[config.mk]
export PLATFORM = sky130hd
export DESIGN_NAME = io_port_regs
export DESIGN_NICKNAME = d
export VERILOG_FILES = /design/src/common/floppy_pkg.sv /design/src/logic/io_port_regs.sv
export SDC_FILE = /design/constraint.sdc
export NUM_CORES = 1
export LEC_CHECK = 0
export BUFFER_PORTS_ARGS = -buffer_cell sky130_fd_sc_hd__buf_2
export CORE_AREA = 2 2 85 87
export DETAILED_ROUTE_END_ITERATION = 10
export DIE_AREA = 0 0 87 89
export SYNTH_ARGS = -nofsm -noshare
export SYNTH_HDL_FRONTEND = slang
export SYNTH_SLANG_ARGS = --single-unit
[constraint.sdc]
create_clock -name clk -period 1.8 [get_ports clk]
set_clock_uncertainty 0.2 [all_clocks]
set_input_delay 0.27 -clock clk [delete_from_list [all_inputs] [get_ports clk]]
set_output_delay 0.27 -clock clk [all_outputs]
set_load 0.02 [all_outputs]
[src/common/floppy_pkg.sv]
`default_nettype none

package floppy_pkg;

	////////////////////////////////////////////////////////////
	// buses
	////////////////////////////////////////////////////////////

	// workhorse memory-mapped bus, one request per cycle
	typedef struct packed {
		logic [15:0] addr;
		logic [7:0]  wdata;
		logic        wr;
		logic        rd;
	} wh_bus_t;

	// one access to the sector buffer
	typedef struct packed {
		logic [9:0] addr;
		logic [7:0] data;
		logic       we;
		logic       en;
	} buf_req_t;

	////////////////////////////////////////////////////////////
	// WD1793 status byte
	////////////////////////////////////////////////////////////

	// type I commands (restore, seek, step)
	typedef struct packed {
		logic not_ready;
		logic write_prot;
		logic head_loaded;
		logic seek_err;
		logic crc_err;
		logic track0;
		logic index;
		logic busy;
	} wd_stat_type1_t;

	// type II commands (read/write sector)
	typedef struct packed {
		logic not_ready;
		logic write_fault;
		logic rec_type;
		logic rnf;
		logic crc_err;
		logic lost_data;
		logic drq;
		logic busy;
	} wd_stat_type2_t;

	// busy is bit 0 in both views
	typedef union packed {
		wd_stat_type1_t t1;
		wd_stat_type2_t t2;
	} wd_status_u;

	////////////////////////////////////////////////////////////
	// address map
	////////////////////////////////////////////////////////////

	// offsets in the workhorse I/O window
	localparam logic [7:0] PORT_MMCA        = 8'd0;
	localparam logic [7:0] PORT_SPDR        = 8'd1;
	localparam logic [7:0] PORT_SPSR        = 8'd2;
	localparam logic [7:0] PORT_CPU_REQUEST = 8'd9;
	localparam logic [7:0] PORT_CPU_STATUS  = 8'd10;
	localparam logic [7:0] PORT_TRACK       = 8'd11;
	localparam logic [7:0] PORT_SECTOR      = 8'd12;
	localparam logic [7:0] PORT_DMA_MSB     = 8'd14;
	localparam logic [7:0] PORT_DMA_LSB     = 8'd15;

	// host register select
	localparam logic [2:0] WD_DATA     = 3'd0;
	localparam logic [2:0] WD_SECTOR   = 3'd1;
	localparam logic [2:0] WD_TRACK    = 3'd2;
	localparam logic [2:0] WD_CMD_STAT = 3'd3;

	localparam logic [15:0] BUF_BASE    = 16'h0200;
	localparam int          BUF_BYTES   = 1024;
	localparam int          BLOCK_BYTES = 256;

endpackage

`default_nettype wire

[src/logic/io_port_regs.sv]
`timescale 1ns/1ns
`default_nettype none

module io_port_regs #(
	parameter logic [15:0] IOBASE = 16'hE000
) (
	input  wire                   clk,
	input  wire                   reset_n,
	input  floppy_pkg::wh_bus_t   wh_bus,
	output logic [7:0]            wh_rdata,
	output floppy_pkg::buf_req_t  buf_req,
	input  wire [7:0]             buf_rdata,
	input  wire [7:0]             cpu_request,
	input  wire [7:0]             track,
	input  wire [7:0]             sector,
	output logic                  cpu_status_wr,
	output logic [7:0]            cpu_status,
	output logic                  spi_wr,
	output logic [7:0]            spi_wdata,
	input  wire [7:0]             spi_rdata,
	input  wire                   spi_dsr,
	input  wire                   dma_busy,
	output logic                  dma_start,
	output logic [9:0]            dma_addr,
	output logic [3:0]            dma_blocks,
	output logic                  sd_cs
);
	import floppy_pkg::*;

	logic        in_buf;
	logic        in_io;
	logic [7:0]  port;
	logic        io_wr;
	logic [15:0] buf_off;
	logic [15:0] dma_off;
	logic [7:0]  dma_msb;
	logic [7:0]  dma_lsb;
	logic [7:0]  port_mux;
	logic [7:0]  port_q;
	logic        buf_sel_q;

	////////////////////////////////////////////////////////////
	// address decode
	////////////////////////////////////////////////////////////

	assign in_buf = (wh_bus.addr >= BUF_BASE) && (wh_bus.addr < BUF_BASE + BUF_BYTES);
	assign in_io  = (wh_bus.addr[15:8] == IOBASE[15:8]);
	assign port   = wh_bus.addr[7:0];
	assign io_wr  = in_io && wh_bus.wr;

	assign buf_off      = wh_bus.addr - BUF_BASE;
	assign buf_req.addr = buf_off[9:0];
	assign buf_req.data = wh_bus.wdata;
	assign buf_req.we   = in_buf && wh_bus.wr;
	assign buf_req.en   = in_buf && (wh_bus.wr || wh_bus.rd);

	////////////////////////////////////////////////////////////
	// write side
	////////////////////////////////////////////////////////////

	// strobes to the host regs, spi and dma
	assign cpu_status_wr = io_wr && (port == PORT_CPU_STATUS);
	assign cpu_status    = wh_bus.wdata;
	assign spi_wr        = io_wr && (port == PORT_SPDR);
	assign spi_wdata     = wh_bus.wdata;
	assign dma_start     = io_wr && (port == PORT_SPSR) && (wh_bus.wdata[7:4] != 4'd0);
	assign dma_blocks    = wh_bus.wdata[7:4];

	// dma target given as a workhorse address
	assign dma_off  = {dma_msb, dma_lsb} - BUF_BASE;
	assign dma_addr = dma_off[9:0];

	always_ff @(posedge clk or negedge reset_n) begin
		if (!reset_n) begin
			sd_cs   <= 1'b1;
			dma_msb <= 8'h00;
			dma_lsb <= 8'h00;
		end else if (io_wr) begin
			case (port)
				PORT_MMCA:    sd_cs   <= wh_bus.wdata[0];
				PORT_DMA_MSB: dma_msb <= wh_bus.wdata;
				PORT_DMA_LSB: dma_lsb <= wh_bus.wdata;
				default: ;
			endcase
		end
	end

	////////////////////////////////////////////////////////////
	// read side
	////////////////////////////////////////////////////////////

	always_comb begin
		port_mux = 8'hFF;
		if (in_io) begin
			case (port)
				PORT_MMCA:        port_mux = {7'd0, sd_cs};
				PORT_SPDR:        port_mux = spi_rdata;
				// bit 0 low when a byte is ready
				PORT_SPSR:        port_mux = {6'd0, dma_busy, ~spi_dsr};
				PORT_CPU_REQUEST: port_mux = cpu_request;
				PORT_TRACK:       port_mux = track;
				PORT_SECTOR:      port_mux = sector;
				PORT_DMA_MSB:     port_mux = dma_msb;
				PORT_DMA_LSB:     port_mux = dma_lsb;
				default:          port_mux = 8'hFF;
			endcase
		end
	end

	always_ff @(posedge clk) begin
		if (wh_bus.rd) begin
			port_q <= port_mux;
		end
	end

	always_ff @(posedge clk or negedge reset_n) begin
		if (!reset_n) begin
			buf_sel_q <= 1'b0;
		end else if (wh_bus.rd) begin
			buf_sel_q <= in_buf;
		end
	end

	// buffer data arrives registered, same cycle as port_q
	assign wh_rdata = buf_sel_q ? buf_rdata : port_q;

endmodule

`default_nettype wire

==> metrics.txt <==
XOR/XNOR share of the synthesized area 0.00443; clock tree from TritonCTS yes; failing checks negative setup slack; startpoint types input pin; Worst-path clk slew 80 ps; Hold Crit Class input pin to register; status finished with violations; fin area around 3000 um2; hold path depth 2; Bufs on Longest Clock Path 2; Die Span Y 89 um; commonest non-fill, non-tap cell in the layout buf_2; syn nets 258; number of buffers added on ports around 130; Routed Antenna Nets 0; Adder-Cell Fraction of Synth Area 0; proportion of synthesized area in mux cells 0.214; Slew headroom 0.481; Worst R2R Setup Slack 400 ps; Pwr Total 1.36 mW; Worst-Margin Slew 768 ps; endpoints failing hold 0; ys flop type dfrtp_1; clock sink count 26; cell row count 30; final WL just under 6 mm; Synth area leader dfrtp_1; Final Cycle Share 1.12; mean post-synth cell area 10.5 um2; Worst Slack Setup Final -219 ps; Post-synth EDFFs 8; Area contributors post-synth dfrtp_1 (22%), mux2_2 (15%), buf_4 (14%); Pwr Density ~460 nW/um2; Crit. End Element output pin; Syn Std Cell Area 1980 um2; CP max FO 2; Async S/R FF share, synth 0.692; Synth Area in Simple Gates 0.138; WP data arrival around 1600 ps; number of H-tree levels 1; Starting Density 0.294; Seq cells post-synth 26; fin. max-slew vios 0; FF-to-FF End port_q[0]; Max Cap Viol 0; Achievable Freq 0.495 GHz; Post-Layout Cell Count 391; min Tclk post-route 2020 ps; number of remaining DRC errors 0; Layout area overhead 49.5%; setup_tns -447 ps; I/O pin count 132; Worst EP required 1330 ps; gr ovfl total 0; largest net degree at the start of global routing 19; Initial DRT Pass Iterations 4; Starting DRT DRC Count 45; Num CTS Buffers 3; post-synthesis compound-gate area fraction 0.122; Vias/cell approximately 4.7; Netlist cell types 41; most frequent cells in the layout buf_2 (119), buf_4 (32), mux2_2 (26); CTS root buf clkbuf_8; CORE AREA 6720 um2; GP Congestion approximately 0.83; layout cells sized above 1 0.695; largest family of logic cells by synthesized area multiplexers; Placement Cell Area 2730 um2; Nets 382; Die Footprint 7740 um2; Lkg Pwr 1.46 nW; global-route wire length before repair 8.71 mm; mean routed wirelength per cell 14.9 um; ANT cells 0; clk_lat worst skew 260 ps; width of the die 87 um; Hold Path Origin wh_bus[3]; RSZ-0062 raised after global routing yes; initial antenna violation count 0; maximum VDD drop 0.327 mV; sequential share of the synthesized area 0.350; GRT Total Usage 0.145; dpl hpwl 4.83 mm; Syn. warnings 0; Hold WS slightly above 80 ps; reg2reg path depth 4; Setup Viol. Count Final 3; vias ~1800; placed cells 381; hold path endpoint dma_msb[1]; Setup CP Type input pin to output pin; Syn Inst Count 188; via count of the first global-routing pass 1763; r2r startpoint sd_cs; top cell type's share of synthesized area 0.215
## worst max-delay path by stage
| stage | cells after the start | end | startpoint |
|---|---|---|---|
| floorplan | 4 | dma_msb[0] | wh_bus[19] |
| detailed placement | 6 | dma_start | wh_bus[19] |
| global placement | 6 | dma_start | wh_bus[19] |
| CTS | 6 | cpu_status_wr | wh_bus[16] |
| global route | 6 | cpu_status_wr | wh_bus[22] |
| finish | 6 | cpu_status_wr | wh_bus[20] |
## layout make-up
| type | instances | area [um2] |
|---|---|---|
| inverters | 3 | 11.3 |
| fillers | 672 | 3760 |
| well taps | 80 | 100 |
| clock buffers | 4 | 45.0 |
| flip-flops and latches | 26 | 693 |
| multi-input cells | 111 | 1060 |
| repair buffers | 167 | 1040 |
## synthesized netlist by cell type (all sizes together), types with 2 or more instances
master and count:
edfxtp 8, a22o 2, o2bb2ai 6, mux2 26
and2 3, nor2 5, nor4b 3, nor3 5
inv 3, a22oi 7, dfrtp 17, o221ai 7
or4 3, nor2b 2, or3 2, a31oi 2
mux2i 13, buf 41, clkbuf 7, nor4 2
nand3 3, nand4 2, nand2 7
## per-stage QoR
| stage | util | setup WS [ps] |
|---|---|---|
| after global placement | 0.406 | -296 |
| after floorplan | - | -95.2 |
| after global routing | 0.440 | -284 |
| after detailed placement | 0.406 | -310 |
| final | 0.440 | -219 |
| after CTS | 0.431 | -210 |
## per-layer routing
metal  GRT usage  vias up  part of all wire
met1       0.196      837              0.43
met4      0.0270        0            0.0086
met3      0.0240        4             0.059
li1            -      916                 -
met5           0        -                 0
met2       0.248       75              0.50
## critical path, stage by stage
cell and delay [ps]:
buf_6 100, nor4bb_4 310, nand2_1 110, or4_4 540, nor2_4 100, buf_6 120
## sequential cells by signal (all words and copies together) (netlist names)
signal,count
buf_sel_q,1
dma_lsb,8
dma_msb,8
port_q,8
sd_cs,1
## power by group
group          switching [mW]  internal (mW)  leakage [nW]  total [mW]
clock network           0.169          0.158        0.0228       0.327
registers             0.00325          0.618         0.327       0.621
logic                   0.224          0.187          1.11       0.411
## timing repair
| action | 4_1_cts | 5_1_grt |
|---|---|---|
| endpoints found under the setup margin | 13 | 11 |
| gates resized for setup | 22 | 13 |
| hold buffers | 1 | 0 |
| pin swaps | 9 | 8 |
| hold endpoints to repair | 17 | 0 |
| buffers inserted | 4 | 1 |
## logic make-up (layout without fill, tap and decap cells)
logic type,Yosys count,in the layout
and+or+nand+nor,41,41
muxes,39,39
buffers and inverters,51,174
AOI/OAI and AO/OA,30,30
DFF,26,26
xor gates and xnor gates,1,1
Power figures use the tool's default switching activity.
