## config.mk

```make
export PLATFORM = sky130hd
export DESIGN_NAME = wd_host_regs
export DESIGN_NICKNAME = d
export VERILOG_FILES = /design/src/common/floppy_pkg.sv /design/src/wd1793/wd_host_regs.sv
export SDC_FILE = /design/constraint.sdc
export NUM_CORES = 1
export LEC_CHECK = 0
export BUFFER_PORTS_ARGS = -buffer_cell sky130_fd_sc_hd__buf_2
export CAP_MARGIN = 10
export CORE_UTILIZATION = 25
export CTS_BUF_LIST = sky130_fd_sc_hd__clkbuf_8 sky130_fd_sc_hd__clkbuf_16
export CTS_CLUSTER_DIAMETER = 120
export CTS_CLUSTER_SIZE = 25
export DETAILED_ROUTE_END_ITERATION = 10
export PLACE_DENSITY_LB_ADDON = 0.12
export SETUP_SLACK_MARGIN = 0.02
export SLEW_MARGIN = 20
export SYNTH_ARGS = -nofsm -noshare
export SYNTH_HDL_FRONTEND = slang
export SYNTH_SLANG_ARGS = --single-unit
export TNS_END_PERCENT = 5
```

## constraint.sdc

```tcl
create_clock -name clk -period 2.14 [get_ports clk]
set_input_delay 0.428 -clock clk [delete_from_list [all_inputs] [get_ports clk]]
set_output_delay 0.428 -clock clk [all_outputs]
set_load 0.005 [all_outputs]
```

## src/common/floppy_pkg.sv

```systemverilog
`default_nettype none

package floppy_pkg;

	////////////////////////////////////////////////////////////
	// buses
	////////////////////////////////////////////////////////////

	// workhorse memory-mapped bus, one request per cycle
	typedef struct packed {
		logic [15:0] addr;
		logic [7:0]  wdata;
		logic        wr;
		logic        rd;
	} wh_bus_t;

	// one access to the sector buffer
	typedef struct packed {
		logic [9:0] addr;
		logic [7:0] data;
		logic       we;
		logic       en;
	} buf_req_t;

	////////////////////////////////////////////////////////////
	// WD1793 status byte
	////////////////////////////////////////////////////////////

	// type I commands (restore, seek, step)
	typedef struct packed {
		logic not_ready;
		logic write_prot;
		logic head_loaded;
		logic seek_err;
		logic crc_err;
		logic track0;
		logic index;
		logic busy;
	} wd_stat_type1_t;

	// type II commands (read/write sector)
	typedef struct packed {
		logic not_ready;
		logic write_fault;
		logic rec_type;
		logic rnf;
		logic crc_err;
		logic lost_data;
		logic drq;
		logic busy;
	} wd_stat_type2_t;

	// busy is bit 0 in both views
	typedef union packed {
		wd_stat_type1_t t1;
		wd_stat_type2_t t2;
	} wd_status_u;

	////////////////////////////////////////////////////////////
	// address map
	////////////////////////////////////////////////////////////

	// offsets in the workhorse I/O window
	localparam logic [7:0] PORT_MMCA        = 8'd0;
	localparam logic [7:0] PORT_SPDR        = 8'd1;
	localparam logic [7:0] PORT_SPSR        = 8'd2;
	localparam logic [7:0] PORT_CPU_REQUEST = 8'd9;
	localparam logic [7:0] PORT_CPU_STATUS  = 8'd10;
	localparam logic [7:0] PORT_TRACK       = 8'd11;
	localparam logic [7:0] PORT_SECTOR      = 8'd12;
	localparam logic [7:0] PORT_DMA_MSB     = 8'd14;
	localparam logic [7:0] PORT_DMA_LSB     = 8'd15;

	// host register select
	localparam logic [2:0] WD_DATA     = 3'd0;
	localparam logic [2:0] WD_SECTOR   = 3'd1;
	localparam logic [2:0] WD_TRACK    = 3'd2;
	localparam logic [2:0] WD_CMD_STAT = 3'd3;

	localparam logic [15:0] BUF_BASE    = 16'h0200;
	localparam int          BUF_BYTES   = 1024;
	localparam int          BLOCK_BYTES = 256;

endpackage

`default_nettype wire

```

## src/wd1793/wd_host_regs.sv

```systemverilog
`timescale 1ns/1ns
`default_nettype none

module wd_host_regs (
	input  wire                   clk,
	input  wire                   reset_n,
	input  wire [2:0]             host_addr,
	input  wire [7:0]             host_wdata,
	input  wire                   host_rd,
	input  wire                   host_wr,
	output logic [7:0]            host_rdata,
	output floppy_pkg::buf_req_t  buf_req,
	input  wire [7:0]             buf_rdata,
	output logic [7:0]            cpu_request,
	output logic [7:0]            track,
	output logic [7:0]            sector,
	input  wire                   cpu_status_wr,
	input  wire [7:0]             cpu_status
);
	import floppy_pkg::*;

	logic       data_acc;
	logic       cmd_wr;
	logic [9:0] ptr;
	logic       pending;
	wd_status_u status_q;
	wd_status_u status_host;
	logic [7:0] reg_mux;
	logic [7:0] rd_q;
	logic       rd_buf_q;

	assign data_acc = (host_rd || host_wr) && (host_addr == WD_DATA);
	assign cmd_wr   = host_wr && (host_addr == WD_CMD_STAT);

	// data register goes straight to the buffer
	assign buf_req.addr = ptr;
	assign buf_req.data = host_wdata;
	assign buf_req.we   = host_wr && (host_addr == WD_DATA);
	assign buf_req.en   = data_acc;

	////////////////////////////////////////////////////////////
	// registers and workhorse exchange
	////////////////////////////////////////////////////////////

	always_ff @(posedge clk or negedge reset_n) begin
		if (!reset_n) begin
			track       <= 8'h00;
			sector      <= 8'h00;
			cpu_request <= 8'h00;
			pending     <= 1'b0;
			status_q    <= '0;
			ptr         <= 10'd0;
		end else begin
			if (host_wr && (host_addr == WD_TRACK)) begin
				track <= host_wdata;
			end
			if (host_wr && (host_addr == WD_SECTOR)) begin
				sector <= host_wdata;
			end

			// workhorse answer closes the request
			if (cpu_status_wr) begin
				cpu_request <= 8'h00;
				pending     <= 1'b0;
				status_q    <= wd_status_u'(cpu_status);
			end

			// a new command wins over a status write in the same cycle
			if (cmd_wr) begin
				cpu_request <= host_wdata;
				pending     <= 1'b1;
				ptr         <= 10'd0;
			end else if (data_acc) begin
				ptr <= ptr + 10'd1;
			end
		end
	end

	// busy held while the workhorse has not answered
	always_comb begin
		status_host         = status_q;
		status_host.t1.busy = status_q.t1.busy | pending;
	end

	////////////////////////////////////////////////////////////
	// host read path
	////////////////////////////////////////////////////////////

	always_comb begin
		case (host_addr)
			WD_SECTOR:   reg_mux = sector;
			WD_TRACK:    reg_mux = track;
			WD_CMD_STAT: reg_mux = status_host;
			default:     reg_mux = 8'hFF;
		endcase
	end

	always_ff @(posedge clk) begin
		if (host_rd) begin
			rd_q <= reg_mux;
		end
	end

	always_ff @(posedge clk or negedge reset_n) begin
		if (!reset_n) begin
			rd_buf_q <= 1'b0;
		end else if (host_rd) begin
			rd_buf_q <= (host_addr == WD_DATA);
		end
	end

	// data reads come back from the buffer a cycle later
	assign host_rdata = rd_buf_q ? buf_rdata : rd_q;

endmodule

`default_nettype wire

```

==> flow_summary.ini <==
[sta]
tightestPinTransition_ns = 0.591
final_skew_ns = 0.0100
tns_ns = 0
setup_viol_count_final = 0
fin_crit_ns = 1.78
slew_headroom = 0.606
timing.final.max_slew_violations = 0
timing.fmax_mhz = 563
final_worst_setup_slack_ns = 0.363
grt_setup_unrepaired = false
final_period_util = 0.830
final-hold-violation-count = 0

[clock_network]
cts.htree.levels = 2
cts_hold_bufs = 0
clk_pin_slew_ns = 0.10
cts_tree = yes
cts_root_buffer = clkbuf_8
clock_tree.buffer_depth = 2
postCtsResizedCells = 0
cts_inserted_buffers = 5
clk-insertion-delay-late_ns = 0.31
cts_setup_buffers = 0
numClockSinks = 52

[power]
swShare = 0.288
max-vdd-ir-drop_uv = 275
seq_pwr_share = 0.550
power.density_nw_per_um2 = 735
clock_power_share = 0.250
pwr-share-comb = 0.199
cellLeakagePower_nw = 1.42
p_sw_mw = 0.644
intPower_mw = 1.59

[die]
ioPinCount = 84
placeableCoreArea_um2 = 9370
die_area_um2 = 10200
die-height_um = 101
floorplan.initialDensity = 0.262
die_width_um = 101
row_count = 35

[worst_setup_path]
setup.worst_path.end = host_rdata[4]
timing.reg2reg.setup_slack_ns = 0.71
worst_ep_required_time_ns = 1.71
critical_path_class = reg2out
r2r_cells = 5
path_max_fanout = 9
critical_path.startpoint_type = flip-flop
cp_endpoint_kind = output port
r2r-end = ptr[6]
critPathArrivalTime_ns = 1.35
critical_path.startpoint = rd_buf_q
reg2reg_from = ptr[0]

[logic_synthesis]
synth-seq-area-share = 0.546
post_synthesis_sequential_element_count = 52
ys_top_cells_by_area = dfrtp_1 45%, mux2_2 15%, edfxtp_1 9.8%
syn_area_per_cell_um2 = 12.1
synthesis.yosys.warnings = 0
synth_largest_area_cell = dfrtp_1
synth_cell_type_count = 27
syn_area_um2 = 2460
netlist_instances = 204
synthesis.nets = 237
yosys.area.top_type_share = 0.448
synth_edf_count = 8
ys_async_sr_fraction = 0.846
synth-main-ff-cell = dfrtp_1

[route]
number_of_search_and_repair_iterations_in_the_first_detailed_routing_pass = 4
drtIter0Drc = 27
routed-via-count = 1751
avgRoutedWirePerCell_um = 14.8
drt_drc_violations_left = 0
ant_nets = 0
wirelength_mm = 6.08
viasPerCell = 4.27

[final_layout]
postLayoutCoreUtil = 0.325
antenna_cells_inserted = 0
final_net_count = 313
post_layout_nonfiller_instances = 410
drive_above_1_share = 0.459
area.growth.synth_to_final_pct = 23.8

[place]
place.detailed.instances = 402
preCtsSetupSlack_ns = 0.278
detailed_place_hpwl_mm = 4.38
placement.io_buffers = 83
routabilityCongestion = 0.633

[hold_path]
hp-class = in2async

[job]
max_cap_violation_count = 0

[global_routing]
globalRouteTotalUtil = 0.126
first_global_vias = 1709
grt_first_pass_wirelength_mm = 9.72
antenna_found_initial = 0
grt_overflow = 0
grt_max_degree = 45

[run_status]
outcome = complete, no violations
flip-flops by register name, summed over array words and instances, names as in the netlist:
| signal | count |
|---|---|
| ptr | 10 |
| cpu_request | 8 |
| rd_q | 8 |
| sector | 8 |
| status_q | 8 |
| track | 8 |
| pending | 1 |
| rd_buf_q | 1 |
Yosys cell counts, types with 2 or more instances:
master	count
mux2i_1	12
nand2_1	23
nor2_1	7
xnor2_1	2
and2_1	2
buf_4	9
nand4_1	3
mux2_2	33
buf_2	5
edfxtp_1	8
nand2b_1	18
xor2_1	3
and4_1	2
o21a_1	2
dfrtp_1	44
clkbuf_1	3
o21ai_0	18
cell families (layout without fill, tap and decap cells):
group	count (synthesis)	in the layout	share of synthesized area
AND/OR/NAND/NOR	63	63	0.145
flip-flops	52	52	0.546
multiplexers	45	45	0.200
AO/OA/AOI/OAI	20	20	0.0427
buffers and inverters	18	95	0.0438
XOR/XNOR	5	5	0.0178
adder cells (fa/ha/maj)	1	1	0.00509
placed cells by master, fill, tap and decap left out, types with 2 or more instances in the layout:
cell type,Yosys,final
edfxtp_1,8,8
nor2_1,7,7
nand2b_1,18,18
clkbuf_8,0,5
xnor2_1,2,2
o21a_1,2,2
xor2_1,3,3
inv_1,1,2
mux2_2,33,33
o21ai_0,18,18
nand2_1,23,23
mux2i_1,12,12
buf_4,9,3
dfrtp_1,44,44
buf_2,5,83
and2_1,2,2
nand4_1,3,3
and4_1,2,2
cell type report:
class / count / area [um2]
fill: 1011 / 6330
tap: 129 / 161
multi-input combinational: 134 / 1020
inverter: 1 / 3.75
sequential: 52 / 1340
timing repair buffer: 86 / 438
clock buffer: 5 / 68.8
clock inverter: 3 / 15.0
worst max-delay path, stage by stage, from the launching register on:
cell and delay (ns):
dfrtp_1 0.55, mux2_2 0.37, buf_2 0.12
per-stage QoR:
step / cell area (um2) / hold slack [ns] / power [mW]
final: 3040 / 0.198 / 2.24
after CTS: 3040 / 0.215 / 2.28
after global placement: 2960 / 0.503 / 1.71
after global routing: 3040 / 0.243 / 2.39
after detailed placement: 2960 / 0.488 / 1.71
after floorplan: 2460 / 0.132 / 1.47
power groups by stage:
stage / registers (mW) / clock network, mW / logic [mW]
2_1_floorplan: 1.24 / 0 / 0.229
3_3_place_gp: 1.26 / 0 / 0.447
3_5_place_dp: 1.26 / 0 / 0.456
4_1_cts: 1.24 / 0.587 / 0.457
5_1_grt: 1.26 / 0.631 / 0.505
6_report: 1.23 / 0.560 / 0.446
worst min path at each step:
stage / startpoint / end / slack, ns
6_report: reset_n / cpu_request[3] / 0.20
5_1_grt: reset_n / cpu_request[3] / 0.24
4_1_cts: reset_n / ptr[6] / 0.22
3_5_place_dp: ptr[2] / ptr[2] / 0.49
3_3_place_gp: ptr[2] / ptr[2] / 0.50
2_1_floorplan: reset_n / cpu_request[0] / 0.13
routing by layer:
| metal | up-vias | global-route usage | part of all wire |
|---|---|---|---|
| met2 | 58 | 0.187 | 0.44 |
| met5 | - | 0 | 0 |
| met1 | 836 | 0.181 | 0.49 |
| met4 | 0 | 0.0368 | 0.012 |
| li1 | 851 | - | - |
| met3 | 6 | 0.0338 | 0.059 |
(Power assumes the default switching activity.)
