==> config.mk <==
export PLATFORM = sky130hd
export DESIGN_NAME = spi_master
export DESIGN_NICKNAME = d
export VERILOG_FILES = /design/src/logic/spi_master.sv
export SDC_FILE = /design/constraint.sdc
export NUM_CORES = 1
export LEC_CHECK = 0
export ABC_CLOCK_PERIOD_IN_PS = 3450
export BUFFER_PORTS_ARGS = -buffer_cell sky130_fd_sc_hd__buf_2
export CAP_MARGIN = 5
export CORE_MARGIN = 3
export CORE_UTILIZATION = 49
export DETAILED_ROUTE_END_ITERATION = 10
export PLACE_DENSITY = 0.79
export SLEW_MARGIN = 30
export SYNTH_ARGS = -nofsm -noshare
export SYNTH_HDL_FRONTEND = slang
export SYNTH_SLANG_ARGS = --single-unit
==> constraint.sdc <==
create_clock -name clk -period 3.45 [get_ports clk]
set_clock_uncertainty 0.05 [all_clocks]
set_input_delay 0.1725 -clock clk [delete_from_list [all_inputs] [get_ports clk]]
set_output_delay 0.1725 -clock clk [all_outputs]
set_load 0.05 [all_outputs]
==> src/logic/spi_master.sv <==
`timescale 1ns/1ns
`default_nettype none

module spi_master #(
	parameter int SPI_DIV = 4
) (
	input  wire        clk,
	input  wire        reset_n,
	input  wire        wr_a,
	input  wire [7:0]  wdata_a,
	input  wire        wr_b,
	input  wire [7:0]  wdata_b,
	input  wire        sel_b,
	output logic       sck,
	output logic       mosi,
	input  wire        miso,
	output logic [7:0] rdata,
	output logic       dsr
);
	localparam int DIV_W = (SPI_DIV > 1) ? $clog2(SPI_DIV) : 1;

	logic             wr;
	logic [7:0]       wdata;
	logic             busy;
	logic [DIV_W-1:0] div_cnt;
	logic [3:0]       edge_cnt;
	logic [7:0]       shreg;
	logic             miso_q;

	// two writers, the selected one owns the data
	assign wr    = wr_a | wr_b;
	assign wdata = sel_b ? wdata_b : wdata_a;

	// mode 0: sample on rising sck, shift on falling
	always_ff @(posedge clk or negedge reset_n) begin
		if (!reset_n) begin
			busy     <= 1'b0;
			sck      <= 1'b0;
			dsr      <= 1'b0;
			div_cnt  <= '0;
			edge_cnt <= 4'd0;
			shreg    <= 8'hFF;
			miso_q   <= 1'b1;
		end else if (wr) begin
			busy     <= 1'b1;
			sck      <= 1'b0;
			dsr      <= 1'b0;
			div_cnt  <= '0;
			edge_cnt <= 4'd0;
			shreg    <= wdata;
		end else if (busy) begin
			if (div_cnt == DIV_W'(SPI_DIV - 1)) begin
				div_cnt  <= '0;
				sck      <= ~sck;
				edge_cnt <= edge_cnt + 4'd1;
				if (!sck) begin
					miso_q <= miso;
				end else begin
					shreg <= {shreg[6:0], miso_q};
					// 16th edge ends the byte
					if (edge_cnt == 4'd15) begin
						busy <= 1'b0;
						dsr  <= 1'b1;
					end
				end
			end else begin
				div_cnt <= div_cnt + 1'b1;
			end
		end
	end

	assign mosi  = busy ? shreg[7] : 1'b1;
	assign rdata = shreg;

endmodule

`default_nettype wire

==> out/metrics.csv, run 1 <==
metric;value;unit
status;finished clean;
worst r2r src;div_cnt[0]$_DFFE_PN0P_;
FF-to-FF End;edge_cnt[3]$_DFFE_PN0P_;
DIE AREA;0.00247;mm2
PnR worst setup slack;1960;ps
Pwr Total;0.472;mW
Final Max Tran Viols;0;
1st-pass router iterations;4;
IO Pins;33;
Die W;49.7;um
flop2flop setup slack;1960;ps
WHS Endpoint;miso_q$_DFFE_PN1P_;
Distinct cells, synth;25;
#FFs+latches synth;18;
Mapped Cells;96;
total number of vias;812;
min Tclk post-route;1490;ps
initial DRC count;4;
post-synthesis async set-or-reset flop share;1.00;
floorplan core area;0.00176;mm2
Sink Count;18;
final WL;1.99;mm
Sum Neg Setup Slack;0;ps
Reg clk slew, reported paths;100;ps
vias in the first global route;818;
Final #Nets;153;
clock share of power;0.273;
global-route wire length before repair;3.47;mm
DR DRC count;0;
number of diodes;0;
ANT nets after route;0;
# setup viols final;0;
Clk Latency, worst-skew pair;290;ps
critical path, cell by cell;ha_1, nand2_4, or3_1, a21oi_1;
hold-fix buffers at CTS;1;
RSZ-0062 raised after global routing;false;
Reg2Reg Depth;4;
Hold Startpoint;miso;
std cell rows;15;
drt wl/cell;13.0;um
post-synth net total;120;
Internal;0.328;mW
syn avg cell area;9.74;um2
IR Drop Worst-Case VDD;0.252;mV
initial antenna violation count;0;
combinational power share;0.216;
Synth area leaders;dfstp_2, dfrtp_1, a21oi_1;
top cell type by total area after synthesis;dfstp_2;
Peak Freq;0.670;GHz
switching power;0.144;mW
type of the worst min-delay path;input port to flop;
PwrDens;413;mW/mm2
Post-synth EDFFs;0;
global route overflow;0;
Required @ worst endpoint;3620;ps
max incr delay on CP;390;ps
crit share post-route;0.433;
synth cell count leaders;a21oi_1, nand2_1, dfrtp_1, dfstp_2;
H-tree depth;1;
Post-CTS Setup Inserts;0;
TritonCTS buffer count;3;
Worst Setup Start Kind;flop;
Post-CTS Resized;0;
pre-CTS setup slack;1980;ps
Fin. Hold Viols;0;
pin count of the biggest net entering global routing;19;
Synth Warn #;0;
Seq/Total Area, Yosys;0.494;
Total GRT Usage;0.180;
Pleak;0.547;nW
Most used DFF post-synth;dfstp_2;
CP endpoint kind;flop;
slew margin rel.;0.569;
Crit Path Max Fanout;8;
Arr. time, crit path;1660;ps
layout cell share with drive strength beyond 1;0.391;
clock tree from TritonCTS;yes;
Post-Syn Area;935;um2
slowest CP cell;dfrtp_1;
CTS max path bufs;2;
kind of critical path;flop to flop;
hold path depth;2;
Net Sw Frac;0.306;
Starting Density;0.530;
most frequent cell after synthesis;a21oi_1;
clock root cell;clkbuf_4;
max_cap viols;0;
Synth top area share;0.253;
DR vias/cell;5.31;
Finished Core Util;0.648;
hold_ws;71.1;ps
Layout area overhead;22.2;%
Buffers on Ports;32;
Flop pwr share;0.511;
gp weighted congestion;0.774;
DIE HEIGHT;49.7;um
Least-Margin Pin Slew;644;ps
==> worst max-delay path by stage <==
stage                                start                       to  slack [ps]  depth (start not counted)
detailed placement  div_cnt[0]$_DFFE_PN0P_  edge_cnt[3]$_DFFE_PN0P_        1980                          4
finish              div_cnt[0]$_DFFE_PN0P_  edge_cnt[3]$_DFFE_PN0P_        1960                          4
floorplan                  sck$_DFFE_PN0P_     rdata[2]$_DFFE_PN1P_        2010                          4
global placement    div_cnt[0]$_DFFE_PN0P_  edge_cnt[3]$_DFFE_PN0P_        2070                          4
global route        div_cnt[0]$_DFFE_PN0P_     rdata[2]$_DFFE_PN1P_        1890                          4
CTS                 div_cnt[0]$_DFFE_PN0P_  edge_cnt[3]$_DFFE_PN0P_        1950                          4
==> cell type report <==
| type | instances | area [um2] |
|---|---|---|
| clock buffers | 4 | 36.3 |
| repair buffers | 33 | 170 |
| well taps | 25 | 31.3 |
| fillers | 170 | 622 |
| inverters | 1 | 3.75 |
| flip-flops and latches | 18 | 462 |
| multi-input cells | 72 | 439 |
==> power by group through the flow <==
stage / Sequential, mW / Combinational, mW / Clock (mW)
finish: 0.241 / 0.102 / 0.129
global placement: 0.244 / 0.0986 / 0
CTS: 0.241 / 0.103 / 0.130
detailed placement: 0.244 / 0.102 / 0
global route: 0.243 / 0.111 / 0.143
floorplan: 0.280 / 0.0340 / 0
==> cell usage in the layout, fill, tap and decap left out, drive strengths merged, types with 6 or more instances in the layout <==
cell and count:
dfstp 9, dfrtp 9, a211oi 7, a21oi 17
nand2 11, nor2 6, nor2b 7, buf 32
==> cell families after synthesis <==
family / count (synthesis) / share of synthesized area
flops: 18 / 0.494
compound gates: 28 / 0.174
fa+ha+maj: 2 / 0.0268
xor+xnor: 4 / 0.0375
buf+inv: 6 / 0.0361
mux: 3 / 0.0335
simple gates: 35 / 0.198
==> state kept, by name (all words and copies together), names as in the netlist <==
register / cells
dsr: 1
miso_q: 1
edge_cnt: 4
busy: 1
sck: 1
div_cnt: 2
rdata: 8
==> through the flow <==
| stage | instances | instance area (um2) |
|---|---|---|
| 4_1_cts | 153 | 1140 |
| 5_1_grt | 153 | 1140 |
| 3_3_place_gp | 148 | 1100 |
| 6_report | 153 | 1140 |
| 2_1_floorplan | 96 | 935 |
| 3_5_place_dp | 148 | 1100 |
==> worst max-delay path, delay by kind of cell, from the launching register on <==
kind	cells	cell delay, ps
AND/OR/NAND/NOR	2	500
flip-flops	1	390
AO/OA/AOI/OAI	1	160
adder cells (fa/ha/maj)	1	320
==> per-layer routing <==
layer | up-vias | part of all wire | global-route usage
li1 | 400 | - | -
met1 | 375 | 0.43 | 0.225
met2 | 35 | 0.50 | 0.304
met3 | 2 | 0.065 | 0.0302
met4 | 0 | 0.011 | 0.0783
met5 | - | 0 | 0
(Power assumes the default switching activity.)
==> inputs of run 2 (changes only) <==
ABC_CLOCK_PERIOD_IN_PS = 1300   (was 3450)
CORE_UTILIZATION = 43   (was 49)
PLACE_DENSITY = 0.73   (was 0.79)
clock period = 1.3 ns   (was 3.45 ns; I/O delays follow)
==> run 2 against run 1 <==
Effect of this change:
- cell count up 7.2%
- die area up 12%
- wire length up 4.8%
- hold slack worse by 58 ps
- clock-buffer cell count unchanged
- sequential cell count unchanged
- sequential share of layout area down 3.4 points
- first-iteration DRC count up 100%
- final area up 9.9%
==> out/metrics.csv, run 2 (synthesis gave the netlist of run 1 again) <==
metric;value;unit
status;finished clean;
H-tree depth;1;
final WL;2.08;mm
Worst Setup Start Kind;flop;
Final #Nets;162;
initial DRC count;8;
Placed Cells;154;
met1 usage;0.181;
clock root cell;clkbuf_4;
min Tclk post-route;1270;ps
Multi-input gate area;468;um2
Die W;52.6;um
Final Max Tran Viols;0;
Sum Neg Setup Slack;0;ps
gp weighted congestion;0.828;
Clk Latency, worst-skew pair;290;ps
crit path from;div_cnt[1]$_DFFE_PN0P_;
met3 Resource Use GR;0.0513;
Crit path max-delay family;flip-flops;
FILL cells;182;
commonest non-fill, non-tap cell in the layout;buf_2;
critical path, cell by cell;ha_4, nand2_4, or3_1, a21oi_1;
WHS Endpoint;rdata[1]$_DFFE_PN1P_;
CP endpoint kind;flop;
Required @ worst endpoint;1460;ps
Peak Freq;0.790;GHz
crit share post-route;0.974;
DR DRC count;0;
Hold Startpoint;wdata_b[1];
clock tree from TritonCTS;yes;
PwrDens;1010;mW/mm2
commonest non-fill, non-tap cells in the layout;buf_2, a21oi_1, nand2_1;
Least-Margin Pin Slew;394;ps
max incr delay on CP;410;ps
type of the worst min-delay path;input port to flop;
Arr. time, crit path;1430;ps
Starting Density;0.467;
sequential standard cell area;464;um2
post-route insts no fill;164;
slew margin rel.;0.737;
global-route wire length before repair;3.46;mm
slowest CP cell;dfrtp_1;
DR vias/cell;5.26;
drt wl/cell;12.7;um
IO Pins;33;
number of diodes;0;
vias in the first global route;860;
global route overflow;0;
Fin. Hold Viols;0;
Total GRT Usage;0.172;
kind of critical path;flop to flop;
max_cap viols;0;
total number of vias;863;
Finished Core Util;0.627;
worst r2r src;div_cnt[1]$_DFFE_PN0P_;
Pleak;0.590;nW
layout cell share with drive strength beyond 1;0.453;
Final HPWL DP;1.52;mm
IR Drop Worst-Case VDD;0.608;mV
max FFs per register;8;
flop2flop setup slack;30;ps
DIE AREA;0.00277;mm2
FF-to-FF End;edge_cnt[3]$_DFFE_PN0P_;
# setup viols final;0;
std cell rows;16;
GR peak layer;met2;
1st-pass router iterations;4;
DIE HEIGHT;52.6;um
initial antenna violation count;0;
hold path depth;3;
pin count of the biggest net entering global routing;19;
ANT nets after route;0;
GRT met2 Usage;0.308;
Sink Count;18;
Reg clk slew, reported paths;100;ps
floorplan core area;0.00200;mm2
CTS max path bufs;2;
Layout area overhead;34.3;%
Buffers on Ports;32;
Crit Path Max Fanout;6;
number of buffers and inverters on the critical path;0;
Reg2Reg Depth;4;
TritonCTS buffer count;3;
## run 2: cell count changes in the layout (fill, tap and decap cells not counted), moves of 2 or more
| cell | previous run | this run |
|---|---|---|
| dfrtp_1 | 9 | 7 |
| buf_4 | 0 | 7 |
| dlygate4sd3_1 | 1 | 3 |
| dfrtp_2 | 0 | 2 |
## run 2: metrics by stage
step / power (mW) / hold WS (ps) / area, um2 / worst slack [ps]
2_1_floorplan: 0.834 / -281 / 938 / 14.4
3_3_place_gp: 0.916 / -41.7 / 1130 / 26.9
3_5_place_dp: 0.923 / -37.5 / 1130 / -22.9
4_1_cts: 1.28 / 5.05 / 1220 / 1.22
5_1_grt: 1.34 / 7.10 / 1250 / -4.10
6_report: 1.27 / 13.4 / 1250 / 33.8
## run 2: layout make-up
class                           count  share of cell area
Multi-Input combinational cell     72               0.373
Sequential cell                    18               0.370
Timing Repair Buffer               42               0.198
Clock buffer                        4              0.0289
Tap cell                           27              0.0269
Inverter                            1             0.00299
## run 2: timing repair
action | CTS | global route
endpoints found under the setup margin | 5 | 11
gates resized for setup | 5 | 2
pin swaps | 0 | 4
hold buffers | 3 | 0
buffers inserted | 0 | 3
hold endpoints to repair | 20 | 0
## run 2: worst max-delay path by stage
stage	endpoint	slack, ps	depth (start not counted)
after floorplan	rdata[2]$_DFFE_PN1P_	10	5
after global placement	edge_cnt[3]$_DFFE_PN0P_	30	4
after detailed placement	rdata[2]$_DFFE_PN1P_	-20	4
after CTS	mosi	1	3
after global routing	rdata[2]$_DFFE_PN1P_	-4	4
final	edge_cnt[3]$_DFFE_PN0P_	30	4
## run 2: worst register-to-register path, cell delays in order (launching register included)
cell     delay, ps
dfrtp_1        410
ha_4           200
nand2_4         70
or3_1          320
a21oi_1        140
## run 2: metal layers
metal  up-vias  routed length [um]  part of all wire
li1        421                   -                 -
met1       409                 820              0.39
met2        31                1110              0.53
met3         2                 134             0.064
met4         0                  15            0.0072
met5         -                   0                 0
## run 2: power breakdown
part	leakage [nW]	switching (mW)	total, mW	internal [mW]
Combinational	0.357	0.189	0.290	0.101
Sequential	0.212	0.0245	0.639	0.615
Clock	0.0210	0.168	0.338	0.170
