**src/common/floppy_pkg.sv**
```systemverilog
`default_nettype none

package floppy_pkg;

	////////////////////////////////////////////////////////////
	// buses
	////////////////////////////////////////////////////////////

	// workhorse memory-mapped bus, one request per cycle
	typedef struct packed {
		logic [15:0] addr;
		logic [7:0]  wdata;
		logic        wr;
		logic        rd;
	} wh_bus_t;

	// one access to the sector buffer
	typedef struct packed {
		logic [9:0] addr;
		logic [7:0] data;
		logic       we;
		logic       en;
	} buf_req_t;

	////////////////////////////////////////////////////////////
	// WD1793 status byte
	////////////////////////////////////////////////////////////

	// type I commands (restore, seek, step)
	typedef struct packed {
		logic not_ready;
		logic write_prot;
		logic head_loaded;
		logic seek_err;
		logic crc_err;
		logic track0;
		logic index;
		logic busy;
	} wd_stat_type1_t;

	// type II commands (read/write sector)
	typedef struct packed {
		logic not_ready;
		logic write_fault;
		logic rec_type;
		logic rnf;
		logic crc_err;
		logic lost_data;
		logic drq;
		logic busy;
	} wd_stat_type2_t;

	// busy is bit 0 in both views
	typedef union packed {
		wd_stat_type1_t t1;
		wd_stat_type2_t t2;
	} wd_status_u;

	////////////////////////////////////////////////////////////
	// address map
	////////////////////////////////////////////////////////////

	// offsets in the workhorse I/O window
	localparam logic [7:0] PORT_MMCA        = 8'd0;
	localparam logic [7:0] PORT_SPDR        = 8'd1;
	localparam logic [7:0] PORT_SPSR        = 8'd2;
	localparam logic [7:0] PORT_CPU_REQUEST = 8'd9;
	localparam logic [7:0] PORT_CPU_STATUS  = 8'd10;
	localparam logic [7:0] PORT_TRACK       = 8'd11;
	localparam logic [7:0] PORT_SECTOR      = 8'd12;
	localparam logic [7:0] PORT_DMA_MSB     = 8'd14;
	localparam logic [7:0] PORT_DMA_LSB     = 8'd15;

	// host register select
	localparam logic [2:0] WD_DATA     = 3'd0;
	localparam logic [2:0] WD_SECTOR   = 3'd1;
	localparam logic [2:0] WD_TRACK    = 3'd2;
	localparam logic [2:0] WD_CMD_STAT = 3'd3;

	localparam logic [15:0] BUF_BASE    = 16'h0200;
	localparam int          BUF_BYTES   = 1024;
	localparam int          BLOCK_BYTES = 256;

endpackage

`default_nettype wire

```
**src/logic/sector_dma.sv**
```systemverilog
`timescale 1ns/1ns
`default_nettype none

module sector_dma (
	input  wire                   clk,
	input  wire                   reset_n,
	input  wire                   start,
	input  wire [9:0]             addr,
	input  wire [3:0]             blocks,
	output logic                  spi_wr,
	output logic [7:0]            spi_wdata,
	input  wire [7:0]             spi_rdata,
	input  wire                   spi_dsr,
	output floppy_pkg::buf_req_t  buf_req,
	output logic                  busy
);
	import floppy_pkg::*;

	typedef enum logic [1:0] {
		S_IDLE,
		S_SEND,
		S_WAIT
	} state_t;

	state_t      state;
	logic [9:0]  ptr;
	logic [11:0] remaining;
	logic        store;

	assign busy  = (state != S_IDLE);
	assign store = (state == S_WAIT) && spi_dsr;

	// clock out dummy bytes, card answers on miso
	assign spi_wr    = (state == S_SEND);
	assign spi_wdata = 8'hFF;

	assign buf_req.addr = ptr;
	assign buf_req.data = spi_rdata;
	assign buf_req.we   = store;
	assign buf_req.en   = store;

	////////////////////////////////////////////////////////////
	// byte loop
	////////////////////////////////////////////////////////////

	always_ff @(posedge clk or negedge reset_n) begin
		if (!reset_n) begin
			state     <= S_IDLE;
			ptr       <= 10'd0;
			remaining <= 12'd0;
		end else begin
			case (state)
				S_IDLE: begin
					// start while busy never reaches here
					if (start && (blocks != 4'd0)) begin
						ptr       <= addr;
						remaining <= 12'(blocks * BLOCK_BYTES);
						state     <= S_SEND;
					end
				end
				S_SEND: begin
					state <= S_WAIT;
				end
				S_WAIT: begin
					if (spi_dsr) begin
						// ptr wraps inside the 1k buffer
						ptr       <= ptr + 10'd1;
						remaining <= remaining - 12'd1;
						if (remaining == 12'd1) begin
							state <= S_IDLE;
						end else begin
							state <= S_SEND;
						end
					end
				end
				default: begin
					state <= S_IDLE;
				end
			endcase
		end
	end

endmodule

`default_nettype wire

```
**config.mk**
```make
export PLATFORM = sky130hd
export DESIGN_NAME = sector_dma
export DESIGN_NICKNAME = d
export VERILOG_FILES = /design/src/common/floppy_pkg.sv /design/src/logic/sector_dma.sv
export SDC_FILE = /design/constraint.sdc
export NUM_CORES = 1
export LEC_CHECK = 0
export BUFFER_PORTS_ARGS = -buffer_cell sky130_fd_sc_hd__buf_4
export CAP_MARGIN = 20
export CORE_MARGIN = 2
export CORE_UTILIZATION = 54
export CTS_CLUSTER_DIAMETER = 120
export CTS_CLUSTER_SIZE = 28
export DETAILED_ROUTE_END_ITERATION = 7
export PLACE_DENSITY_LB_ADDON = 0.08
export SYNTH_ARGS = -nofsm -noshare
export SYNTH_HDL_FRONTEND = slang
export SYNTH_SLANG_ARGS = --single-unit
```
**constraint.sdc**
```tcl
create_clock -name clk -period 2.7 [get_ports clk]
set_input_delay 0.405 -clock clk [delete_from_list [all_inputs] [get_ports clk]]
set_output_delay 0.405 -clock clk [all_outputs]
set_load 0.05 [all_outputs]
```
==> results of run 1 <==
## registers in the layout, summed over array words and instances (netlist names)
signal,flops
ptr,10
remaining,12
state,2
## per-stage QoR
stage                     setup WS (ns)  utilization  cells  total power, mW  cell area [um^2]
after detailed placement         0.7640       0.6226    219            2.128              1732
after global placement           0.7670       0.6226    219            2.097              1732
after floorplan                  0.9240            -    181            1.850              1630
after global routing             0.5645       0.6451    224            2.563              1794
final                            0.6692       0.6451    224            2.383              1794
after CTS                        0.6595       0.6451    224            2.393              1794
## layer usage
layer / up-vias / wire length (um) / global-route usage
met2: 43 / 1642 / 0.3724
met5: - / 0 / 0
li1: 644 / - / -
met4: 0 / 34 / 0.06312
met3: 6 / 186 / 0.02198
met1: 621 / 1470 / 0.2815
## path summary, 6_finish.rpt
| check | slack [ns] | to |
|---|---|---|
| worst min register to register | 0.57 | ptr[9] |
| max in group asynchronous | 1.96 | remaining[10] |
| worst max register to register | 0.71 | ptr[4] |
| min in group asynchronous | 0.50 | ptr[1] |
| worst max-delay path | 0.67 | buf_req[1] |
| worst min-delay path | 0.26 | state[1] |
## Yosys cell counts, drive strengths merged
master / count
dfrtp: 24
buf: 23
a21oi: 19
nand2: 17
nor2: 12
nand3: 9
o21ai: 9
o22ai: 9
a2bb2oi: 5
inv: 5
ha: 3
nand4: 3
nor3: 3
nor4: 3
xor2: 3
clkbuf: 2
nand3b: 2
nor2b: 2
o31a: 2
o31ai: 2
or3: 2
xnor2: 2
a31oi: 1
a32oi: 1
and4: 1
conb: 1
mux2i: 1
nand2b: 1
nor3b: 1
nor4b: 1
o21bai: 1
o32ai: 1
o41ai: 1
or2: 1
or4: 1
## kinds of logic after synthesis
logic type                 Yosys count
adders and majority gates            3
AOI/OAI and AO/OA                   51
buffers and inverters               30
DFF                                 24
and+or+nand+nor                     59
other                                1
muxes                                1
xor gates and xnor gates             5
## area by class of cell
type                            instances  area (um^2)  share of cell area
Inverter                                5        18.77             0.01046
Tap cell                               31        38.79             0.02162
Multi-Input combinational cell        127        833.3              0.4644
Sequential cell                        24        600.6              0.3347
Clock inverter                          1        30.03             0.01674
Timing Repair Buffer                   33        250.2              0.1395
Clock buffer                            3        22.52             0.01255
## worst register-to-register path, stage by stage, from the launching register on
cell     delay, ns
dfrtp_1       0.46
or2_0         0.37
o31ai_4       0.78
a21oi_1       0.15
a21oi_1       0.15
## where the power goes
| group | total [mW] | switching [mW] | internal, mW |
|---|---|---|---|
| clock network | 0.262 | 0.112 | 0.150 |
| registers | 0.722 | 0.206 | 0.516 |
| logic | 1.40 | 0.898 | 0.501 |
| total | 2.38 | 1.22 | 1.17 |
==> key figures, run 1 <==
Worst setup path
  • Register-to-Register Path Depth: 4
  • WP depth: 3
  • Worst EP arrival: around 1.6 ns
  • Crit Path Category: register to output port
  • Critical path launch point type: register
  • Worst setup path startpoint: state[0]
  • Critical path's slowest cell: dfrtp_1
  • CP required: between 2 and 2.5 ns
  • Worst-path cell chain: nand3b_2 -> inv_1 -> buf_4
  • CP max FO: 9
  • Critical path's top delay family: buffers and inverters
  • Crit end category: output port
  • R2r startpoint: state[1]
  • Buf/Inv on CP: 2
  • Worst path max stage delay: around 0.44 ns

Floorplanning
  • Die area: 3422 um^2
  • Num rows: 19
  • Num ports: 56
  • Die X: about 59 um
  • Core Area: roughly 2800 um^2
  • DIE HEIGHT: just under 60 um
  • Initial cell density of the core: 0.5767

Placed design
  • Final GP Congestion: 0.8031
  • Number of buffers added on ports: 31
  • DP HPWL: roughly 2500 um

Final layout
  • Most common cell after layout, fill and taps aside: buf_4
  • Final nets: ~220
  • Area Overhead vs Synth: 11.86%
  • Antenna diodes: 0
  • Layout cells sized above 1: 0.2746
  • Commonest non-fill, non-tap cells in the layout: 32 x buf_4, 24 x dfrtp_1, 17 x nand2_1, 15 x a21oi_1, 11 x nor2_1
  • Filler Cells Inserted: around 260

Route
  • Vias: approximately 1.3k
  • Final ANT Viol Nets: 0
  • Vias per inst: between 5 and 6
  • Total wire length: 3334 um
  • Drt pass-1 iters: 4
  • DRC viols: 0
  • Wire per inst: ~15 um
  • Initial DRC count: 49

Clocking
  • Max Root-Sink Buffers: 2
  • CTS tree: done
  • Postcts setup bufs: 0
  • Post-CTS sizing: 0
  • Clock Pin Slew Worst Setup and Hold Paths: 0.14 ns
  • CTS buffer count: 3
  • CTS Sinks: 24
  • Clock Root Buffer: clkbuf_4
  • Latest clock arrival within the worst-skew pair: 0.32 ns
  • Cts hold-fix bufs: 1
  • H-tree lvl count: 1

Min path
  • Hold depth: 2
  • Worst hold path class: input pin to register
  • Hold path startpoint: spi_dsr

GRT
  • Vias in the first global route: ~1.3k
  • Total congestion overflow: 0
  • Total Routing Usage GR: 0.2141
  • Initial antenna violation count: 0
  • Largest net degree at the start of global routing: 31
  • First-pass GRT wire length: between 5000 and 6000 um

STA
  • Worst hold slack: 0.2602 ns
  • Fin crit share: 0.7521
  • Worst-Margin Slew: 0.8353 ns
  • RSZ-0062 raised after global routing: no
  • Final TNS setup: 0 ns
  • Max-slew violations: 0
  • Final clock skew: roughly 0.011 ns
  • Relative max-transition margin: 0.4431
  • Post-layout minimum cycle time: slightly above 2 ns
  • Final Hold Fails: 0
  • # setup viols final: 0
  • Max Clock Freq: ~500 MHz

Synth
  • Synth warn: 0
  • Mean Syn Cell Area: ~9 um^2
  • Distinct cell type count after synthesis: 46
  • Cells after synthesis: between 150 and 200
  • Seq cells post-synth: 24
  • Synth Area in XOR/XNOR: 0.02730
  • Yosys top cell area share: 0.3744
  • Cell taking the most area after synthesis: dfrtp_1
  • Area fraction in and, or, nand and nor cells after synthesis: 0.2137
  • Post-Synth Adder-Cell Area: 0.02340
  • Main combinational cell family by area after synthesis: compound AO/OA/AOI/OAI gates
  • Mux contribution to synthesized area: 0.006240
  • Compound-Gate Fraction of Synth Area: 0.2285
  • Area contributors post-synth: dfrtp_1 37%, buf_4 8.4%, a21oi_1 4.7%, nand2_1 4.0%, a2bb2oi_2 3.7%
  • Cell Area, Synth: 1604 um^2
  • Sequential share of the synthesized area: 0.3744

Outcome
  • Status: complete, no violations

Power and ir drop
  • Max VDD drop: ~830 uV
  • Leak Pwr: about 0.76 nW
  • Pwr Density: roughly 1300 nW/um^2

Job
  • Max-cap violations: 0
(Power assumes the default switching activity.)
==> run 2, diff against run 1 <==
CORE_UTILIZATION = 50   (was 54)
clock period = 2 ns   (was 2.7 ns; I/O delays follow)
==> run 2 against run 1 <==
Non-clock buffer count rose by 4. Final cell count rose by 7.1%. First-iteration DRC count rose by 20%. Global-route usage fell by 1.3 points. Combinational power rose by 39%. Critical path depth did not move. Worst hold slack got worse by 0.093 ns. Sequential power rose by 35%. Final area rose by 0.91%. Via count fell by 0.15%. Register-to-register slack got worse by 0.44 ns. Critical endpoint is now buf_req[0].
==> key figures, run 2 (synthesis gave the netlist of run 1 again) <==
Outcome
  • Status: complete, no violations

Worst setup path
  • Worst setup path startpoint: state[0]
  • Worst path max stage delay: 0.43 ns (about the same)
  • R2R setup slack: 0.27 ns (-0.44 ns)
  • R2r startpoint: state[1]
  • CP max FO: 9 (unchanged)
  • Buf/Inv on CP: 2 (unchanged)
  • Crit Path Category: register to output port
  • Worst EP arrival: 1.55 ns (-0.08 ns)
  • Critical path launch point type: register
  • CP required: 1.70 ns (-0.60 ns)
  • Critical path's top delay family: flip-flops
  • Worst-path cell chain: nand3b_2 -> inv_2 -> buf_4
  • Critical path's slowest cell: dfrtp_1
  • Crit end category: output port

Floorplanning
  • Die X: 60.64 um (+3.7%)
  • DIE HEIGHT: 60.64 um (+3.7%)
  • Initial cell density of the core: 0.5254 (-0.05129)
  • Num ports: 56 (unchanged)
  • Core Area: 3053 um^2 (+9.8%)
  • Die area: 3677 um^2 (+7.5%)
  • Num rows: 20 (+1)

Min path
  • Hold path startpoint: spi_dsr
  • Worst hold path class: input pin to register

Power and ir drop
  • Switching Fraction: 0.5255 (+0.01514)
  • Comb pwr share: 0.620 (+0.033)
  • Leak Pwr: 0.7662 nW (+0.46%)
  • Pwr Density: 1731 nW/um^2 (+30%)
  • Clock network power share: 0.069 (-0.041)
  • Psw: 1.647 mW (+35%)
  • Flop pwr share: 0.312 (+0.009)
  • Max VDD drop: 876.9 uV (+5.6%)
  • Power Total: 3.134 mW (+31%)
  • Internal power: 1.487 mW (+27%)

Job
  • Max-cap violations: 0 (unchanged)

Final layout
  • Top Registers: remaining (12), ptr (10), state (2)
  • Area Overhead vs Synth: 12.87%
  • Largest register FFs: 12 (unchanged)
  • Most flops, register: remaining
  • Commonest non-fill, non-tap cells in the layout: 36 x buf_4, 24 x dfrtp_1, 17 x nand2_1, 15 x a21oi_1, 11 x nor2_1
  • Filler Cells Inserted: 290 (+13%)
  • Antenna diodes: 0 (unchanged)
  • Layout cells sized above 1: 0.2908 (+0.01620)
  • Fin cells: 240 (+7.1%)
  • Final nets: 227 (+1.8%)
  • Most common cell after layout, fill and taps aside: buf_4

Route
  • Wire per inst: 13.86 um (-6.9%)
  • DRC viols: 0 (unchanged)
  • Total wire length: 3327 um (-0.21%)
  • Drt pass-1 iters: 4 (unchanged)
  • Final ANT Viol Nets: 0 (unchanged)
  • Initial DRC count: 59 (+20%)
  • Vias: 1,312 (-0.15%)
  • Vias per inst: 5.467 (-6.8%)

Clocking
  • CTS buffer count: 3 (unchanged)
  • Clock Root Buffer: clkbuf_4
  • CTS Sinks: 24 (unchanged)
  • Postcts setup bufs: 0 (unchanged)
  • CTS tree: done
  • H-tree lvl count: 1 (unchanged)
  • Clock Pin Slew Worst Setup and Hold Paths: 0.13 ns (about the same)
  • Max Root-Sink Buffers: 2 (unchanged)
  • Latest clock arrival within the worst-skew pair: 0.31 ns (about the same)

STA
  • Max-slew violations: 0 (unchanged)
  • Worst-Margin Slew: 0.5011 ns (-0.3342 ns)
  • Max Clock Freq: between 500 and 600 MHz
  • Post-layout minimum cycle time: around 1.9 ns
  • Worst hold slack: 0.1670 ns (-0.09315 ns)
  • # setup viols final: 0 (unchanged)
  • RSZ-0062 raised after global routing: no
  • Relative max-transition margin: 0.6628 (+0.2197)
  • Final clock skew: 0.003082 ns (-0.007552 ns)
  • Fin crit share: 0.9267
  • Final Hold Fails: 0 (unchanged)
  • Final TNS setup: 0 ns (unchanged)

Placed design
  • Dpl cells: 236 (+7.8%)
  • Final GP Congestion: 0.8185 (+1.9%)
  • Number of buffers added on ports: 31 (unchanged)
  • DP HPWL: 2489 um (-1.1%)

GRT
  • Total Routing Usage GR: 0.2006 (-0.01343)
  • Vias in the first global route: 1,186 (-7.3%)
  • Initial antenna violation count: 0 (unchanged)
  • Largest net degree at the start of global routing: 25 (-19%)
  • First-pass GRT wire length: 5554 um (-3.4%)
  • Total congestion overflow: 0 (unchanged)
-- run 2: cell count changes in the layout (fill, tap and decap cells not counted), sizes merged --
cell    before  now
buf         32   36
bufinv       1    0
-- run 2: power groups by stage --
| stage | combinational, mW | clock [mW] | sequential [mW] |
|---|---|---|---|
| after CTS | 1.95 | 0.220 | 0.974 |
| after floorplan | 1.23 | 0 | 1.27 |
| after global routing | 2.11 | 0.241 | 1.03 |
| after detailed placement | 1.94 | 0 | 0.985 |
| after global placement | 1.90 | 0 | 0.970 |
| final | 1.94 | 0.215 | 0.977 |
-- run 2: worst paths after layout --
check                                     to  cells past startpoint
min in group asynchronous       remaining[5]                      2
worst min-delay path                state[1]                      2
worst max-delay path              buf_req[0]                      3
max in group asynchronous             ptr[8]                      2
worst max register to register  remaining[8]                      4
worst min register to register        ptr[0]                      1
-- run 2: layout make-up --
type / count / area [um^2] / share of cell area
Multi-Input combinational cell: 127 / 833.3 / 0.4603
Sequential cell: 24 / 600.6 / 0.3317
Timing Repair Buffer: 37 / 280.3 / 0.1548
Tap cell: 44 / 55.05 / 0.03041
Clock buffer: 3 / 22.52 / 0.01244
Inverter: 5 / 18.77 / 0.01037
-- run 2: routing by layer --
layer,part of all wire,GRT usage,up-vias
li1,-,-,650
met1,0.49,0.3063,609
met2,0.44,0.2965,45
met3,0.059,0.02985,8
met4,0.012,0.05590,0
met5,0,0,-
-- run 2: per-stage QoR --
step	setup slack (ns)	area (um^2)	utilization
6_report	0.1466	1810	0.5930
5_1_grt	0.04847	1810	0.5930
4_1_cts	0.08530	1810	0.5930
3_5_place_dp	0.2874	1778	0.5824
3_3_place_gp	0.3342	1778	0.5824
2_1_floorplan	0.2240	1630	-
-- run 2: what timing repair did --
item                                    CTS  global route
resized for setup                         0             1
hold buffers                              1             0
endpoints found under the setup margin    0             2
endpoints found under the hold margin    24             0
==> run 3, diff against run 2 <==
BUFFER_PORTS_ARGS = -buffer_cell sky130_fd_sc_hd__buf_2   (was -buffer_cell sky130_fd_sc_hd__buf_4)
CORE_MARGIN = 3   (was 2)
SLEW_MARGIN = 20   (was default)
==> run 3 against run 2 <==
Largest cell class unchanged. Highest routed layer unchanged. Clock skew rose by 0.0034 ns. Largest power group unchanged. Total power fell by 1.7%. Via count rose by 0.91%.
==> key figures, run 3 (synthesis gave the netlist of run 1 again) <==
STA
  • Worst-Margin Slew: 0.5757 ns (+0.07453 ns)
  • Max-slew violations: 0 (unchanged)
  • Relative max-transition margin: 0.6141 (-0.04870)
  • Worst hold slack: 0.2091 ns (+0.04203 ns)
  • Max Clock Freq: 549.4 MHz (+1.8%)
  • RSZ-0062 raised after global routing: no
  • # setup viols final: 0 (unchanged)
  • Final Hold Fails: 0 (unchanged)
  • Fin crit share: 0.9101 (-0.01663)
  • Post-layout minimum cycle time: 1.820 ns (-0.03327 ns)
  • Final TNS setup: 0 ns (unchanged)
  • Final clock skew: 0.006448 ns (+0.003366 ns)

Final layout
  • Largest register FFs: 12 (unchanged)
  • Most common cell after layout, fill and taps aside: buf_2
  • Layout cells sized above 1: 0.2857 (-0.005102)
  • Most flops, register: remaining
  • Area Overhead vs Synth: 9.204%
  • Antenna diodes: 0 (unchanged)
  • Top Registers: remaining (12), ptr (10), state (2)
  • Fin cells: 238 (-0.83%)
  • Final nets: 227 (unchanged)
  • Commonest non-fill, non-tap cells in the layout: 31 x buf_2, 24 x dfrtp_1, 17 x nand2_1, 15 x a21oi_1, 11 x nor2_1
  • Final Cell Area: 1752 um^2 (-3.2%)
  • Filler Cells Inserted: 282 (-2.8%)

Min path
  • Worst hold path class: input pin to register

Worst setup path
  • Worst path max stage delay: 0.48 ns (+0.05 ns)
  • Worst setup endpoint: busy
  • Worst setup path startpoint: state[1]
  • Critical path's slowest cell: dfrtp_1
  • CP max FO: 6 (-3)
  • WP depth: 2 (-1)
  • Critical path launch point type: register
  • Worst EP arrival: 1.52 ns (-0.03 ns)
  • Register-to-Register Path Depth: 4 (unchanged)
  • Buf/Inv on CP: 1 (-1)
  • R2R setup slack: 0.24 ns (-0.03 ns)
  • RR Endpoint: ptr[0]
  • Crit end category: output port
  • Crit Path Category: register to output port
  • CP required: 1.70 ns (about the same)
  • Critical path's top delay family: flip-flops
  • R2r startpoint: state[1]
  • Worst-path cell chain: or2_0 -> buf_2

GRT
  • Largest net degree at the start of global routing: 25 (unchanged)
  • Vias in the first global route: 1,288 (+8.6%)
  • First-pass GRT wire length: 6147 um (+11%)
  • Total congestion overflow: 0 (unchanged)
  • Total Routing Usage GR: 0.1888 (-0.01183)
  • Initial antenna violation count: 0 (unchanged)

Clocking
  • CTS tree: done
  • Postcts setup bufs: 0 (unchanged)
  • CTS Sinks: 24 (unchanged)
  • H-tree lvl count: 1 (unchanged)
  • CTS buffer count: 3 (unchanged)
  • Clock Root Buffer: clkbuf_4
  • Clock Pin Slew Worst Setup and Hold Paths: 0.12 ns (about the same)
  • Max Root-Sink Buffers: 2 (unchanged)
  • Latest clock arrival within the worst-skew pair: 0.31 ns (about the same)

Floorplanning
  • Initial cell density of the core: 0.5531 (+0.02765)
  • Core Area: 2900 um^2 (-5.0%)
  • Num rows: 19 (-5.0%)
  • Die X: 62.64 um (+3.3%)
  • Num ports: 56 (unchanged)
  • Die area: 3924 um^2 (+6.7%)
  • DIE HEIGHT: 62.64 um (+3.3%)

Placed design
  • Number of buffers added on ports: 31 (unchanged)
  • DP HPWL: 2759 um (+11%)
  • Dpl cells: 234 (-0.85%)
  • Post-DP Area: 1710 um^2 (-3.8%)
  • Final GP Congestion: 0.7736 (-5.5%)

Route
  • Drt pass-1 iters: 4 (unchanged)
  • Met2 Routed Length: 1781 um (+22%)
  • Total wire length: 3566 um (+7.2%)
  • Initial DRC count: 93 (+58%)
  • DRC viols: 0 (unchanged)
  • Top sig layer: met4
  • Vias per inst: 5.563 (+1.8%)
  • Final ANT Viol Nets: 0 (unchanged)
  • Metal-1 WL: 1538 um (-5.4%)
  • WL met3: 215 um (+9.7%)
  • Wire per inst: 14.98 um (+8.1%)
  • Vias: 1,324 (+0.91%)

Power and ir drop
  • Pwr Density: 1759 nW/um^2 (+1.6%)
  • Leak Pwr: 0.7578 nW (-1.1%)
  • Max VDD drop: 784.3 uV (-11%)
  • Power Total: 3.081 mW (-1.7%)

Outcome
  • Status: complete, no violations

Job
  • Max-cap violations: 0 (unchanged)
[run 3: changes by cell type in the layout (fill, tap and decap cells not counted)]
cell      delta
inv_1        +1
nand3b_2     -1
inv_2        -1
buf_2       +31
buf_4       -32
buf_12       +1
nand3b_4     +1
[run 3: timing repair]
action                                  in CTS  in global routing
resized for setup                            0                  1
hold endpoints to repair                    24                  0
hold buffers                                 1                  0
endpoints found under the setup margin       0                  2
[run 3: how the worst min path moves through the flow]
stage / depth (start not counted) / startpoint / end
CTS: 2 / spi_dsr / state[1]
global route: 2 / spi_dsr / state[1]
detailed placement: 1 / reset_n / ptr[0]
finish: 2 / spi_dsr / state[1]
global placement: 1 / reset_n / ptr[1]
floorplan: 0 / reset_n / ptr[0]
[run 3: worst reg2reg max path, stage by stage (launching register included)]
cell and delay, ns:
dfrtp_1 0.47, or2_0 0.37, o31a_1 0.50, a21oi_1 0.21
mux2i_1 0.10
[run 3: stage by stage]
| stage | utilization | worst slack, ns |
|---|---|---|
| floorplan | - | 0.2240 |
| global placement | 0.5897 | 0.3211 |
| detailed placement | 0.5897 | 0.2848 |
| CTS | 0.6009 | 0.04763 |
| global route | 0.6040 | 0.1024 |
| finish | 0.6040 | 0.1799 |
[run 3: layer usage]
layer	vias up	GRT usage
met5	-	0
met4	0	0.06061
met3	6	0.03777
met2	46	0.3262
met1	623	0.2352
li1	649	-
[run 3: layout make-up]
class | count | area (um^2) | share of cell area
clock buffers | 3 | 22.52 | 0.01286
well taps | 42 | 52.55 | 0.03000
flip-flops and latches | 24 | 600.6 | 0.3429
repair buffers | 37 | 215.2 | 0.1229
multi-input cells | 127 | 842.1 | 0.4807
inverters | 5 | 18.77 | 0.01071
[run 3: power breakdown]
part / switching (mW) / internal, mW
logic: 1.23 / 0.666
clock network: 0.136 / 0.0703
registers: 0.281 / 0.696
total: 1.65 / 1.43
